==> config.mk <==
export PLATFORM = sky130hd
export DESIGN_NAME = spi_master
export DESIGN_NICKNAME = d
export VERILOG_FILES = /design/src/spi_pkg.sv /design/src/spi_ctrl_if.sv /design/src/spi_master.sv /design/src/spi_shifter.sv /design/src/spi_fsm.sv /design/src/spi_sclk_timer.sv
export VERILOG_INCLUDE_DIRS = /design/src /design/src/include
export SDC_FILE = /design/constraint.sdc
export NUM_CORES = 1
export LEC_CHECK = 0
export BUFFER_PORTS_ARGS = -buffer_cell sky130_fd_sc_hd__buf_4
export CELL_PAD_IN_SITES_DETAIL_PLACEMENT = 1
export CELL_PAD_IN_SITES_GLOBAL_PLACEMENT = 1
export CORE_MARGIN = 2
export CORE_UTILIZATION = 28
export CTS_CLUSTER_DIAMETER = 30
export DETAILED_ROUTE_END_ITERATION = 6
export PLACE_DENSITY = 0.65
export SYNTH_ARGS = -nofsm -noshare
export SYNTH_HDL_FRONTEND = slang
export SYNTH_SLANG_ARGS = --single-unit
==> constraint.sdc <==
create_clock -name clk -period 2.66 [get_ports clk]
set_clock_uncertainty 0.15 [all_clocks]
set_input_delay 0.133 -clock clk [delete_from_list [all_inputs] [get_ports clk]]
set_output_delay 0.133 -clock clk [all_outputs]
set_load 0.02 [all_outputs]
==> src/include/spi_defines.svh <==
`ifndef SPI_DEFINES_SVH
`define SPI_DEFINES_SVH

// Full frame width; a half frame uses the lower half of the word
`define SPI_DATA_BITS 16

// Width of the clk_cnt input and of the SCLK timer counter
`define SPI_RATIO_BITS 8

`endif
==> src/spi_pkg.sv <==
package spi_pkg;

	// Frame sequencing states
	typedef enum logic [1:0] {
		st_idle    = 2'b00,	// Waiting for start
		st_setting = 2'b01,	// SEN lead-in
		st_data    = 2'b10,	// Bits on the wire
		st_stop    = 2'b11	// SEN tail
	} spi_state_e;

	// Upper bit is CPOL, lower bit is CPHA
	typedef enum logic [1:0] {
		mode_0 = 2'b00,
		mode_1 = 2'b01,
		mode_2 = 2'b10,
		mode_3 = 2'b11
	} spi_mode_e;

endpackage

==> src/spi_ctrl_if.sv <==
`timescale 1ns/100ps
`include "spi_defines.svh"

interface spi_ctrl_if;

	logic					load;		// Start accepted in idle
	logic					timer_run;	// Frame in progress
	logic					half_tick;	// Counter at half the ratio
	logic					end_tick;	// Counter at zero
	logic					drive_bit;	// Put next bit on MOSI
	logic					sample_bit;	// Capture MISO
	logic [$clog2(`SPI_DATA_BITS)-1:0]	bit_idx;	// Current bit position

	modport timer (input load, timer_run, output half_tick, end_tick);

	modport control (output load, timer_run, drive_bit, sample_bit, bit_idx,
		input half_tick, end_tick);

	modport data (input load, timer_run, drive_bit, sample_bit, bit_idx);

endinterface

==> src/spi_master.sv <==
`timescale 1ns/100ps
`include "spi_defines.svh"

module spi_master (
	input	logic				clk,
	input	logic				reset_n,
	input	logic				start,		// One-cycle strobe, ignored while busy
	input	logic				bits16,		// 1 for a full frame, 0 for half
	input	logic [1:0]			mode,		// CPOL, CPHA
	input	logic [`SPI_DATA_BITS-1:0]	data_in,
	input	logic [`SPI_RATIO_BITS-1:0]	clk_cnt,	// SCLK period in clk cycles
	input	logic				MISO,
	output	logic [`SPI_DATA_BITS-1:0]	data_out,
	output	logic				busy,
	output	logic				SEN,		// Active low enable
	output	logic				SCLK,
	output	logic				MOSI
);

	spi_ctrl_if ctrl_bus ();

	spi_sclk_timer timer_i (
		.clk		(clk),
		.reset_n	(reset_n),
		.clk_cnt	(clk_cnt),
		.ctrl		(ctrl_bus.timer)
	);

	spi_fsm fsm_i (
		.clk		(clk),
		.reset_n	(reset_n),
		.start		(start),
		.bits16		(bits16),
		.mode		(spi_pkg::spi_mode_e'(mode)),
		.ctrl		(ctrl_bus.control),
		.sen		(SEN),
		.sclk		(SCLK),
		.busy		(busy)
	);

	spi_shifter shifter_i (
		.clk		(clk),
		.reset_n	(reset_n),
		.data_in	(data_in),
		.miso		(MISO),
		.ctrl		(ctrl_bus.data),
		.mosi		(MOSI),
		.data_out	(data_out)
	);

endmodule

==> src/spi_shifter.sv <==
`timescale 1ns/100ps
`include "spi_defines.svh"

module spi_shifter (
	input	logic				clk,
	input	logic				reset_n,
	input	logic [`SPI_DATA_BITS-1:0]	data_in,
	input	logic				miso,
	spi_ctrl_if.data			ctrl,
	output	logic				mosi,
	output	logic [`SPI_DATA_BITS-1:0]	data_out
);

	logic [`SPI_DATA_BITS-1:0]	tx_word;	// Word being sent

	// Transmit word held for the whole frame
	always_ff @(posedge clk) begin
		if (ctrl.load)
			tx_word <= data_in;
	end

	always_ff @(posedge clk) begin
		if (!reset_n)
			mosi <= 1'b0;
		else if (!ctrl.timer_run)
			mosi <= 1'b0;	// Idle low between frames
		else if (ctrl.drive_bit)
			mosi <= tx_word[ctrl.bit_idx];	// MSB first
	end

	// Receive bits land directly in data_out; a half frame leaves the top bits clear
	always_ff @(posedge clk) begin
		if (!reset_n)
			data_out <= '0;
		else if (ctrl.load)
			data_out <= '0;
		else if (ctrl.sample_bit)
			data_out[ctrl.bit_idx] <= miso;
	end

endmodule

==> src/spi_fsm.sv <==
`timescale 1ns/100ps
`include "spi_defines.svh"

module spi_fsm (
	input	logic			clk,
	input	logic			reset_n,
	input	logic			start,
	input	logic			bits16,
	input	spi_pkg::spi_mode_e	mode,
	spi_ctrl_if.control		ctrl,
	output	logic			sen,
	output	logic			sclk,
	output	logic			busy
);

	localparam int idx_bits = $clog2(`SPI_DATA_BITS);
	localparam logic [idx_bits-1:0] idx_full = idx_bits'(`SPI_DATA_BITS - 1);
	localparam logic [idx_bits-1:0] idx_half = idx_bits'(`SPI_DATA_BITS / 2 - 1);

	spi_pkg::spi_state_e	state;
	logic			cpol;
	logic			cpha;
	logic [idx_bits-1:0]	bit_idx;
	logic			tick;
	logic			lead_edge;
	logic			sample_now;

	assign tick = ctrl.half_tick | ctrl.end_tick;

	// SCLK still at idle level means the coming toggle is the leading edge
	assign lead_edge = (sclk == cpol);

	// CPHA 0 samples on the leading edge, CPHA 1 on the trailing edge
	assign sample_now = lead_edge ^ cpha;

	assign ctrl.load = (state == spi_pkg::st_idle) && start;
	assign ctrl.timer_run = (state != spi_pkg::st_idle);
	assign ctrl.bit_idx = bit_idx;
	assign ctrl.sample_bit = (state == spi_pkg::st_data) && tick && sample_now;

	// First bit goes out as SEN falls, the rest on the non-sampling edges
	assign ctrl.drive_bit = ((state == spi_pkg::st_setting) && ctrl.half_tick) ||
		((state == spi_pkg::st_data) && tick && !sample_now);

	always_ff @(posedge clk) begin
		if (!reset_n) begin
			state <= spi_pkg::st_idle;
			sen <= 1'b1;
			sclk <= 1'b0;
			busy <= 1'b0;
			cpol <= 1'b0;
			cpha <= 1'b0;
			bit_idx <= '0;
		end
		else begin
			case (state)
				spi_pkg::st_idle: begin
					if (start) begin
						busy <= 1'b1;
						cpol <= (mode == spi_pkg::mode_2) || (mode == spi_pkg::mode_3);
						cpha <= (mode == spi_pkg::mode_1) || (mode == spi_pkg::mode_3);
						sclk <= (mode == spi_pkg::mode_2) || (mode == spi_pkg::mode_3);
						bit_idx <= bits16 ? idx_full : idx_half;
						state <= spi_pkg::st_setting;
					end
				end
				spi_pkg::st_setting: begin
					if (ctrl.half_tick) begin
						sen <= 1'b0;	// Frame starts
						state <= spi_pkg::st_data;
					end
				end
				spi_pkg::st_data: begin
					if (tick)
						sclk <= ~sclk;
					if (ctrl.sample_bit) begin
						if (bit_idx == '0)
							state <= spi_pkg::st_stop;	// Last bit captured
						else
							bit_idx <= bit_idx - 1'b1;
					end
				end
				spi_pkg::st_stop: begin
					if (tick) begin
						sen <= 1'b1;
						sclk <= cpol;	// Trailing edge when CPHA is 0
						busy <= 1'b0;
						state <= spi_pkg::st_idle;
					end
				end
				default: state <= spi_pkg::st_idle;
			endcase
		end
	end

endmodule

==> src/spi_sclk_timer.sv <==
`timescale 1ns/100ps
`include "spi_defines.svh"

module spi_sclk_timer (
	input	logic				clk,
	input	logic				reset_n,
	input	logic [`SPI_RATIO_BITS-1:0]	clk_cnt,	// SCLK period in clk cycles, >= 2
	spi_ctrl_if.timer			ctrl
);

	logic [`SPI_RATIO_BITS-1:0]	ratio;		// Latched clk_cnt
	logic [`SPI_RATIO_BITS-1:0]	cnt;		// Down counter
	logic [`SPI_RATIO_BITS-1:0]	half_point;

	// Odd ratios round down, so the two halves differ by one cycle
	assign half_point = ratio >> 1;

	always_ff @(posedge clk) begin
		if (!reset_n) begin
			ratio <= '0;
			cnt <= '0;
		end
		else if (ctrl.load) begin
			ratio <= clk_cnt;
			cnt <= clk_cnt - 1'b1;	// First count is ratio minus one
		end
		else if (ctrl.timer_run) begin
			if (cnt == '0)
				cnt <= ratio - 1'b1;	// Wrap for the next period
			else
				cnt <= cnt - 1'b1;
		end
	end

	// Ticks only while a frame runs
	assign ctrl.half_tick = ctrl.timer_run && (cnt == half_point);
	assign ctrl.end_tick = ctrl.timer_run && (cnt == '0);

endmodule

==> flow_metrics.py, run 1 <==
metrics = {
    "synthesis": {
        "yosysSeqAreaShare_pct": 44.0,
        "synthCells": 321,
        "synth_top_area_share_pct": 28.5,
        "flops_latches_synth": 60,
        "netlist_top_cells_area": "sky130_fd_sc_hd__dfxtp_1, sky130_fd_sc_hd__edfxtp_1, sky130_fd_sc_hd__nand2_1",
        "synthArstFlopShare_pct": 0,
        "postSynthNetCount": 363,
        "yosys_most_used_dff": "sky130_fd_sc_hd__dfxtp_1",
        "synth_edf_count": 16,
        "avgSynthCellArea_um2": 9.64,
        "post-synth-top-area-cell": "sky130_fd_sc_hd__dfxtp_1",
        "syn-cell-area_um2": 3090,
        "synthesis.yosys.warnings": 0,
        "post_synth_num_cell_types": 54,
    },
    "cells_and_area": {
        "regArea_um2": 1360,
        "most-common-layout-cells": "sky130_fd_sc_hd__buf_4, sky130_fd_sc_hd__nand2_1, sky130_fd_sc_hd__dfxtp_1, sky130_fd_sc_hd__nor2_1, sky130_fd_sc_hd__dlygate4sd3_1",
        "layout.filler_cells": 1231,
        "multiInputGateArea_um2": 1580,
        "mostFrequentLayoutCell": "sky130_fd_sc_hd__buf_4",
        "area_delta_synth_final_pct": 33.3,
        "post_route_cells_drive_above_1_share_pct": 24.6,
        "final_cells": 554,
        "num_antenna_cells": 0,
        "fin_nets": 451,
    },
    "sta": {
        "max_slew.worst_pin.slew_ps": 449,
        "finalHoldViolCount": 0,
        "fin_crit_sh_pct": 94.4,
        "slew-limit-headroom_pct": 69.8,
        "max_clock_freq_mhz": 398,
        "grt_setup_unrepaired": "no",
        "period_minus_slack_ps": 2510,
        "worst_hold_slack_ps": 131,
        "setup-violations-final": 0,
        "fin_setup_tns_ps": 0,
        "timing_max_transition_violations_final": 0,
    },
    "drt": {
        "drt_pre_antenna_iters": 4,
        "detail_route.drc_violations": 0,
        "wl_per_cell_um": 15.0,
        "drt_wl_total_um": 8290,
        "routed-via-count": 2615,
        "route.detailed.vias_per_inst": 4.72,
        "detailedRoute.firstIterationViolations": 109,
        "antenna_left": 0,
    },
    "floorplan": {
        "dieHeight_um": 109,
        "num_rows": 38,
        "core_region_area_um2": 10800,
        "pin_count": 51,
        "floorplan.initialDensity_pct": 28.7,
        "die_x_um": 109,
        "dieArea_um2": 11900,
    },
    "power_and_ir_drop": {
        "seq_power_share_pct": 36.2,
        "p_comb_share_pct": 41.4,
        "clkPwrFrac_pct": 22.3,
        "switching_power_summed_over_all_nets_mw": 1.42,
        "power_density_nw_per_um2": 880,
        "internal_power_mw": 2.20,
        "power.share.switching_pct": 39.2,
        "vdd_ir_drop_max_mv": 0.289,
        "p_leak_nw": 1.58,
    },
    "setup_path": {
        "cp-end-kind": "flip-flop",
        "arrival_ps": 2590,
        "crit_path_frequent_cell": "sky130_fd_sc_hd__buf_4",
        "crit_path_cell_trace": "inv_1, ha_1, or3_4, o41ai_4, buf_4, buf_4, a21oi_2, o221a_2",
        "critical_path_launch_point_type": "flip-flop",
        "critical_path_class": "flip-flop to flip-flop",
        "critPathRequiredTime_ps": 2740,
        "critPathMaxStageDelay_ps": 420,
        "crit_fanout": 7,
        "cpMaxStageDelayCell": "sky130_fd_sc_hd__o41ai_4",
    },
    "clock_network": {
        "number_of_cts_inserted_buffers": 9,
        "tritoncts": "built",
        "htree_num_levels": 3,
        "cts-root-buf": "sky130_fd_sc_hd__clkbuf_8",
        "cts.reportedPaths.clkPinSlew_ps": 70,
        "cts_buffer_depth": 2,
        "clkLatencyLatePin_ps": 340,
        "cts_sinks": 60,
    },
    "global_route": {
        "grt_pass1_wl_um": 13500,
        "vias_in_the_first_global_route": 2631,
        "initial_antenna_violation_count": 0,
        "maximum_number_of_pins_on_one_net_before_global_route_repair": 26,
        "grt_usage_pct": 14.8,
        "gr-total-overflow": 0,
    },
    "outcome": {
        "outcome": "finished clean",
    },
    "run": {
        "max-cap-violations": 0,
    },
    "place": {
        "dpl.hpwl_um": 5830,
        "placedCellCount": 508,
        "place_congestion": 0.836,
        "buffer_ports.inserted": 50,
    },
    "min_path": {
        "hold_path_class": "input pin to flip-flop",
    },
}
-- Yosys cell counts, types with 5 or more instances --
library cell                n
sky130_fd_sc_hd__buf_6      6
sky130_fd_sc_hd__nand3_1    7
sky130_fd_sc_hd__o21ai_0    8
sky130_fd_sc_hd__a21oi_1   17
sky130_fd_sc_hd__nor2_1    33
sky130_fd_sc_hd__mux4_2     5
sky130_fd_sc_hd__edfxtp_1  16
sky130_fd_sc_hd__mux2i_1   15
sky130_fd_sc_hd__xnor2_1    7
sky130_fd_sc_hd__nand2_1   54
sky130_fd_sc_hd__xor2_1     6
sky130_fd_sc_hd__clkbuf_1  10
sky130_fd_sc_hd__inv_1     10
sky130_fd_sc_hd__ha_1      11
sky130_fd_sc_hd__dfxtp_1   44
sky130_fd_sc_hd__a211oi_1   7
-- registers in the layout (all words and copies together) (netlist names) --
register	cells
fsm_i.busy	1
shifter_i.data_out	16
fsm_i.cpol	1
fsm_i.state	2
timer_i.ratio	8
fsm_i.ctrl.bit_idx	4
fsm_i.cpha	1
fsm_i.sen	1
shifter_i.tx_word	16
fsm_i.sclk	1
timer_i.cnt	8
shifter_i.mosi	1
-- cell type report --
| type | count | area share [%] |
|---|---|---|
| Tap cell | 140 | 4.25 |
| Clock inverter | 6 | 1.58 |
| Sequential cell | 60 | 33.0 |
| Timing Repair Buffer | 94 | 18.8 |
| Inverter | 10 | 0.911 |
| Clock buffer | 10 | 3.10 |
| Multi-Input combinational cell | 234 | 38.3 |
-- path summary, 6_finish.rpt --
kind,startpoint,end,slack (ps),depth (start not counted)
max,fsm_i.state[0],fsm_i.ctrl.bit_idx[2],150,8
min reg2reg,shifter_i.data_out[8],shifter_i.data_out[8],310,2
max reg2reg,fsm_i.state[0],fsm_i.ctrl.bit_idx[2],150,8
min,MISO,shifter_i.data_out[7],130,3
-- logic make-up after synthesis --
| kind of cell | synth area share (%) |
|---|---|
| AO/OA/AOI/OAI | 15.2 |
| XOR/XNOR | 3.68 |
| adder cells (fa/ha/maj) | 4.45 |
| buffers and inverters | 5.02 |
| flip-flops | 44.0 |
| multiplexers | 8.86 |
| AND/OR/NAND/NOR | 18.8 |
-- power by group through the flow --
stage / clock network [mW] / registers (mW) / logic, mW
after global routing: 0.873 / 1.34 / 1.66
after global placement: 0 / 1.32 / 1.42
after floorplan: 0 / 1.26 / 1.07
after detailed placement: 0 / 1.33 / 1.45
after CTS: 0.834 / 1.31 / 1.49
final: 0.810 / 1.31 / 1.50
-- repair_timing --
item                                    in CTS  in global routing
endpoints found under the hold margin       34                  0
setup buffers                                0                  2
gates resized for setup                      0                  1
hold buffers                                28                  0
endpoints found under the setup margin       0                  5
-- critical path, delay by kind of cell, from the launching register on --
kind                     cells  cell delay [ps]
AND/OR/NAND/NOR              1              400
AO/OA/AOI/OAI                3              810
buffers and inverters        3              420
adder cells (fa/ha/maj)      1              240
flip-flops                   1              380
-- stage by stage --
stage / total power [mW] / worst slack (ps) / instance area [um2] / utilization (%)
CTS: 3.64 / 151 / 4100 / 38.0
detailed placement: 2.79 / 170 / 3630 / 33.6
finish: 3.63 / 148 / 4120 / 38.2
global route: 3.88 / 21.3 / 4120 / 38.2
global placement: 2.74 / 241 / 3630 / 33.6
floorplan: 2.33 / 21.8 / 3090 / -
-- layer usage --
metal | vias up | global-route usage (%) | part of all wire [%]
li1 | 1321 | - | -
met1 | 1243 | 20.8 | 50
met2 | 39 | 22.1 | 45
met3 | 12 | 2.39 | 2.5
met4 | 0 | 6.59 | 1.8
met5 | - | 0 | 0
Power figures use the tool's default switching activity.
==> inputs of run 2 (changes only) <==
ABC_AREA = 1   (was default)
PLACE_DENSITY = 0.67   (was 0.65)
==> run 2 against run 1 <==
Count of clock-buffer cells in the layout shrank 1. Power grew 19%. Register-to-register slack gained 140 ps. Non-clock buffer count shrank 12. Largest cell class unchanged. Synthesized cell count grew 28%. Critical endpoint is now timer_i.cnt[4]. Flip-flop and latch count is the same. Worst setup slack gained 140 ps.
==> flow_metrics.py, run 2 <==
metrics = {
    "outcome": {
        "outcome": "finished clean",
    },
    "synthesis": {
        "flops_latches_synth": 60,
        "postSynthNetCount": 454,
        "netlist_top_cells_area": "sky130_fd_sc_hd__dfxtp_1, sky130_fd_sc_hd__edfxtp_1, sky130_fd_sc_hd__nand2_1",
        "yosys_most_used_dff": "sky130_fd_sc_hd__dfxtp_1",
        "yosysMostFrequentCell": "sky130_fd_sc_hd__nand2_1",
        "avgSynthCellArea_um2": 7.71,
        "syn-cell-area_um2": 3180,
        "yosysSeqAreaShare_pct": 42.9,
        "post-synth-top-area-cell": "sky130_fd_sc_hd__dfxtp_1",
        "post_synth_num_cell_types": 38,
        "synth_top_area_share_pct": 27.7,
        "synth_edf_count": 16,
        "ys_top_cells_by_count": "sky130_fd_sc_hd__nand2_1, sky130_fd_sc_hd__nor2_1, sky130_fd_sc_hd__dfxtp_1",
        "synthArstFlopShare_pct": 0,
        "synthCells": 412,
        "synthesis.yosys.warnings": 0,
    },
    "place": {
        "dpl_ws_ps": 128,
        "place_congestion": 0.789,
        "buffer_ports.inserted": 50,
        "dpl.hpwl_um": 6430,
    },
    "clock_network": {
        "number_of_cts_inserted_buffers": 9,
        "clkLatencyLatePin_ps": 330,
        "cts-root-buf": "sky130_fd_sc_hd__clkbuf_16",
        "cts_buffer_depth": 2,
        "post_cts.repair.setup_buffers": 0,
        "cts_sinks": 60,
        "tritoncts": "built",
        "htree_num_levels": 3,
        "cts.reportedPaths.clkPinSlew_ps": 60,
    },
    "drt": {
        "wl_per_cell_um": 14.0,
        "detailedRoute.firstIterationViolations": 119,
        "route.detailed.vias_per_inst": 4.68,
        "antenna_left": 0,
        "routed-via-count": 3001,
        "detail_route.drc_violations": 0,
        "drt_pre_antenna_iters": 4,
        "drt_wl_total_um": 8980,
    },
    "setup_path": {
        "critPathRequiredTime_ps": 2740,
        "cp-end-kind": "flip-flop",
        "critical_path_launch_point_type": "flip-flop",
        "worstReg2RegEnd": "timer_i.cnt[4]",
        "crit_fanout": 7,
        "critical_path_class": "flip-flop to flip-flop",
        "crit_cells": 12,
        "timing.critical_path.buf_inv": 3,
        "cp_top_family": "compound AO/OA/AOI/OAI gates",
        "cpMaxStageDelayCell": "sky130_fd_sc_hd__dfxtp_1",
        "r2r_start": "fsm_i.state[1]",
        "reg2regPathDepth": 12,
        "crit_path_frequent_cell": "sky130_fd_sc_hd__inv_1",
        "crit_path_cell_trace": "inv_1, ha_4, nand2_4, nand2_1, o31ai_4, inv_1, ha_1, nand2_2, nor2_4, xnor2_1, o21bai_1, inv_1",
        "critPathMaxStageDelay_ps": 400,
        "reg2reg_slack_ps": 290,
        "arrival_ps": 2450,
    },
    "cells_and_area": {
        "mostFrequentLayoutCell": "sky130_fd_sc_hd__nand2_1",
        "num_antenna_cells": 0,
        "top_regs": "shifter_i.data_out x16, shifter_i.tx_word x16",
        "fin_nets": 538,
        "final_util_pct": 39.4,
        "post_route_cells_drive_above_1_share_pct": 20.8,
        "area_delta_synth_final_pct": 35.5,
        "most-common-layout-cells": "sky130_fd_sc_hd__nand2_1, sky130_fd_sc_hd__nor2_1, sky130_fd_sc_hd__buf_4, sky130_fd_sc_hd__dfxtp_1, sky130_fd_sc_hd__inv_1",
    },
    "min_path": {
        "worstHoldStart": "start",
        "hold_path_class": "input pin to flip-flop",
        "min_path_cells": 4,
        "worstHoldEndpoint": "timer_i.ratio[7]",
    },
    "sta": {
        "grt_setup_unrepaired": "no",
        "timing_max_transition_violations_final": 0,
        "period_minus_slack_ps": 2370,
        "finalHoldViolCount": 0,
        "max_slew.worst_pin.slew_ps": 691,
        "slew-limit-headroom_pct": 53.8,
        "fin_crit_sh_pct": 89.2,
        "post-route-worst-setup-slack_ps": 288,
        "fin_setup_tns_ps": 0,
        "setup-violations-final": 0,
        "max_clock_freq_mhz": 422,
    },
    "floorplan": {
        "core_region_area_um2": 10900,
        "die_x_um": 110,
        "dieHeight_um": 110,
        "pin_count": 51,
        "dieArea_um2": 12200,
        "num_rows": 38,
        "floorplan.initialDensity_pct": 29.0,
    },
    "run": {
        "max-cap-violations": 0,
    },
    "global_route": {
        "vias_in_the_first_global_route": 3051,
        "gr-total-overflow": 0,
        "initial_antenna_violation_count": 0,
        "maximum_number_of_pins_on_one_net_before_global_route_repair": 22,
        "grt_usage_pct": 15.2,
        "grt_pass1_wl_um": 15100,
    },
    "power_and_ir_drop": {
        "p_leak_nw": 1.82,
        "power_density_nw_per_um2": 1000,
        "p_total_mw": 4.30,
        "vdd_ir_drop_max_mv": 0.327,
    },
}
[run 2: worst register-to-register path, delay by kind of cell, from the launching register on]
family                     cells  cell delay [ps]
AOI/OAI and AO/OA              2              480
xor gates and xnor gates       1              120
adders and majority gates      2              430
buffers and inverters          3              310
DFF                            1              400
and+or+nand+nor                4              390
[run 2: metrics by stage]
stage               cells  instance area, um2  hold WS [ps]
floorplan             412                3180          81.9
global placement      598                3710           162
detailed placement    598                3710           163
CTS                   641                4290          6.04
global route          641                4300          61.0
finish                641                4300          23.6
[run 2: report_power, final]
group / switching [mW] / leakage, nW / total [mW] / internal [mW]
Combinational: 1.17 / 1.16 / 1.79 / 0.621
Clock: 0.476 / 0.145 / 1.22 / 0.741
Sequential: 0.151 / 0.512 / 1.29 / 1.14
[run 2: logic make-up (layout without fill, tap and decap cells)]
logic type      Yosys count  after routing  share of synthesized area (%)
compound gates           83             83                           15.2
xor+xnor                  7              7                           1.93
simple gates            192            192                           27.7
flops                    60             60                           42.9
fa+ha+maj                11             11                           4.33
mux                       1              1                          0.315
buf+inv                  58            147                           7.60
[run 2: repair_timing]
item	CTS	global route
resized for setup	0	4
setup endpoints to repair	0	8
hold endpoints to repair	30	0
hold buffers	27	0
[run 2: how the worst max path moves through the flow]
| stage | startpoint | slack [ps] | endpoint |
|---|---|---|---|
| after floorplan | fsm_i.state[0] | 320 | timer_i.cnt[4] |
| after global placement | fsm_i.state[0] | 250 | timer_i.cnt[4] |
| after detailed placement | fsm_i.state[0] | 130 | timer_i.cnt[4] |
| after CTS | fsm_i.state[0] | 120 | timer_i.cnt[4] |
| after global routing | fsm_i.state[1] | 60 | timer_i.cnt[4] |
| final | fsm_i.state[1] | 290 | timer_i.cnt[4] |
[run 2: area by class of cell]
class	instances	area, um2
clock buffers	9	225
flip-flops and latches	60	1360
multi-input cells	294	1590
inverters	49	189
well taps	140	175
clock inverters	7	82.6
fillers	1351	6630
repair buffers	82	683
[run 2: layer usage]
layer,share of wire (%),vias up,GRT usage [%]
met4,1.0,0,4.50
met2,45,47,23.7
met1,51,1430,20.8
met3,3.4,6,3.57
met5,0,-,0
li1,-,1518,-
==> inputs of run 3 (changes only) <==
CTS_BUF_LIST = sky130_fd_sc_hd__clkbuf_4   (was default)
==> run 3 against run 2 <==
Wire length shrank 0.40%. Register-to-register slack hardly changed. Power shrank 11%. Critical path depth stayed put. Largest power group unchanged. Utilization down 0.98 points. Combinational power barely moved. Largest cell class unchanged. First-iteration DRC count is 3.4% lower. Flip-flop and latch count unchanged.
==> flow_metrics.py, run 3 (synthesis gave the netlist of run 2 again) <==
metrics = {
    "setup_path": {
        "r2r_start": "fsm_i.state[1]",
        "critPathRequiredTime_ps": 2850,
        "cpMaxStageDelayCell": "sky130_fd_sc_hd__dfxtp_1",
        "critical_path_launch_point_type": "flip-flop",
        "arrival_ps": 2560,
        "critical_path_class": "flip-flop to flip-flop",
        "crit_path_cell_trace": "inv_1, ha_4, nand2_4, nand2_1, o31ai_4, inv_1, ha_1, nand2_2, nor2_4, xnor2_1, o21bai_1, inv_1",
        "worstReg2RegEnd": "timer_i.cnt[4]",
        "reg2regPathDepth": 12,
        "crit_path_frequent_cell": "sky130_fd_sc_hd__inv_1",
        "cp-end-kind": "flip-flop",
        "critPathMaxStageDelay_ps": 420,
        "reg2reg_slack_ps": 290,
        "crit_fanout": 7,
    },
    "clock_network": {
        "tritoncts": "built",
        "cts-root-buf": "sky130_fd_sc_hd__clkbuf_4",
        "cts.reportedPaths.clkPinSlew_ps": 130,
        "clkLatencyLatePin_ps": 420,
        "cts_sinks": 60,
        "post_cts.repair.setup_buffers": 0,
        "cts_buffer_depth": 2,
        "number_of_cts_inserted_buffers": 9,
        "htree_num_levels": 3,
    },
    "cells_and_area": {
        "area_delta_synth_final_pct": 32.2,
        "num_antenna_cells": 0,
        "top_regs": "shifter_i.data_out x16, shifter_i.tx_word x16",
        "fin_nets": 543,
        "mostFrequentLayoutCell": "sky130_fd_sc_hd__nand2_1",
        "layout.filler_cells": 1362,
        "post_route_cells_drive_above_1_share_pct": 20.6,
        "most-common-layout-cells": "sky130_fd_sc_hd__nand2_1, sky130_fd_sc_hd__nor2_1, sky130_fd_sc_hd__buf_4, sky130_fd_sc_hd__dfxtp_1, sky130_fd_sc_hd__inv_1",
        "final_cell_area_um2": 4200,
    },
    "sta": {
        "timing_max_transition_violations_final": 0,
        "finalHoldViolCount": 0,
        "max_slew.worst_pin.slew_ps": 688,
        "grt_setup_unrepaired": "no",
        "fin_crit_sh_pct": 89.1,
        "max_clock_freq_mhz": 422,
        "setup-violations-final": 0,
        "slew-limit-headroom_pct": 54.0,
        "period_minus_slack_ps": 2370,
        "fin_setup_tns_ps": 0,
    },
    "power_and_ir_drop": {
        "switching_power_summed_over_all_nets_mw": 1.74,
        "seq_power_share_pct": 33.9,
        "clkPwrFrac_pct": 18.8,
        "power_density_nw_per_um2": 908,
        "internal_power_mw": 2.07,
        "p_comb_share_pct": 47.3,
        "p_leak_nw": 1.78,
        "vdd_ir_drop_max_mv": 0.314,
        "power.share.switching_pct": 45.6,
    },
    "floorplan": {
        "dieHeight_um": 110,
        "die_x_um": 110,
        "dieArea_um2": 12200,
        "floorplan.initialDensity_pct": 29.0,
        "pin_count": 51,
        "num_rows": 38,
        "core_region_area_um2": 10900,
    },
    "drt": {
        "detail_route.drc_violations": 0,
        "wl_per_cell_um": 13.8,
        "detailedRoute.firstIterationViolations": 115,
        "antenna_left": 0,
        "routed-via-count": 3025,
        "route.detailed.vias_per_inst": 4.68,
        "drt_wl_total_um": 8940,
        "drt_pre_antenna_iters": 4,
    },
    "global_route": {
        "initial_antenna_violation_count": 0,
        "grt_pass1_wl_um": 15200,
        "maximum_number_of_pins_on_one_net_before_global_route_repair": 22,
        "vias_in_the_first_global_route": 3052,
        "gr-total-overflow": 0,
        "grt_usage_pct": 15.2,
    },
    "min_path": {
        "min_path_cells": 5,
        "worstHoldStart": "start",
        "worstHoldEndpoint": "timer_i.cnt[3]",
        "hold_path_class": "input pin to flip-flop",
    },
    "run": {
        "max-cap-violations": 0,
    },
    "place": {
        "buffer_ports.inserted": 50,
        "dpl.hpwl_um": 6430,
        "placed_cell_area_um2": 3710,
        "place_congestion": 0.789,
    },
    "outcome": {
        "outcome": "finished clean",
    },
}
==> run 3: changes by cell type in the layout (fill, tap and decap cells not counted) <==
cell,before,now
sky130_fd_sc_hd__dlygate4sd3_1,27,32
sky130_fd_sc_hd__clkbuf_4,0,9
sky130_fd_sc_hd__clkbuf_16,9,0
==> run 3: worst max-delay path, delay by kind of cell, from the launching register on <==
family,cells,cell delay (ps)
simple gates,4,390
fa+ha+maj,2,430
buf+inv,3,310
compound gates,2,480
flops,1,420
xor+xnor,1,110
==> run 3: metal layers <==
layer / GRT usage (%) / up-vias / part of all wire [%]
met1: 21.0 / 1437 / 51
met5: 0 / - / 0
met2: 23.8 / 46 / 45
li1: - / 1534 / -
met4: 4.25 / 0 / 0.96
met3: 3.73 / 8 / 3.7
==> run 3: final cells by class <==
type	instances	area [um2]	area share (%)
Multi-Input combinational cell	294	1590	37.8
Sequential cell	60	1360	32.4
Timing Repair Buffer	87	733	17.5
Inverter	49	189	4.50
Tap cell	140	175	4.17
Clock inverter	7	82.6	1.97
Clock buffer	9	67.6	1.61
==> run 3: how the worst max path moves through the flow <==
stage	slack [ps]	end	cells past startpoint	startpoint
after floorplan	320	timer_i.cnt[4]	16	fsm_i.state[0]
after global placement	250	timer_i.cnt[4]	15	fsm_i.state[0]
after detailed placement	130	timer_i.cnt[4]	15	fsm_i.state[0]
after CTS	100	timer_i.ratio[4]	7	fsm_i.state[1]
after global routing	60	timer_i.cnt[4]	12	fsm_i.state[1]
final	290	timer_i.cnt[4]	12	fsm_i.state[1]
==> run 3: timing repair <==
action / CTS / global route
gates resized for setup: 0 / 4
hold buffers: 32 / 0
endpoints found under the setup margin: 0 / 9
endpoints found under the hold margin: 39 / 0
==> run 3: per-stage QoR <==
| stage | utilization (%) | hold WS, ps | setup WS (ps) | instances | total power [mW] |
|---|---|---|---|---|---|
| after floorplan | - | 81.9 | 319 | 412 | 2.58 |
| after global placement | 33.9 | 162 | 252 | 598 | 3.00 |
| after detailed placement | 33.9 | 163 | 128 | 598 | 3.04 |
| after CTS | 38.2 | 48.7 | 101 | 646 | 3.81 |
| after global routing | 38.4 | 72.3 | 55.1 | 646 | 4.15 |
| final | 38.4 | 64.1 | 290 | 646 | 3.81 |
==> run 3: power by group through the flow <==
stage	Combinational [mW]	Clock (mW)	Sequential [mW]
final	1.80	0.717	1.29
after global routing	2.05	0.784	1.32
after CTS	1.79	0.734	1.29
after detailed placement	1.74	0	1.31
after global placement	1.70	0	1.30
after floorplan	1.31	0	1.28
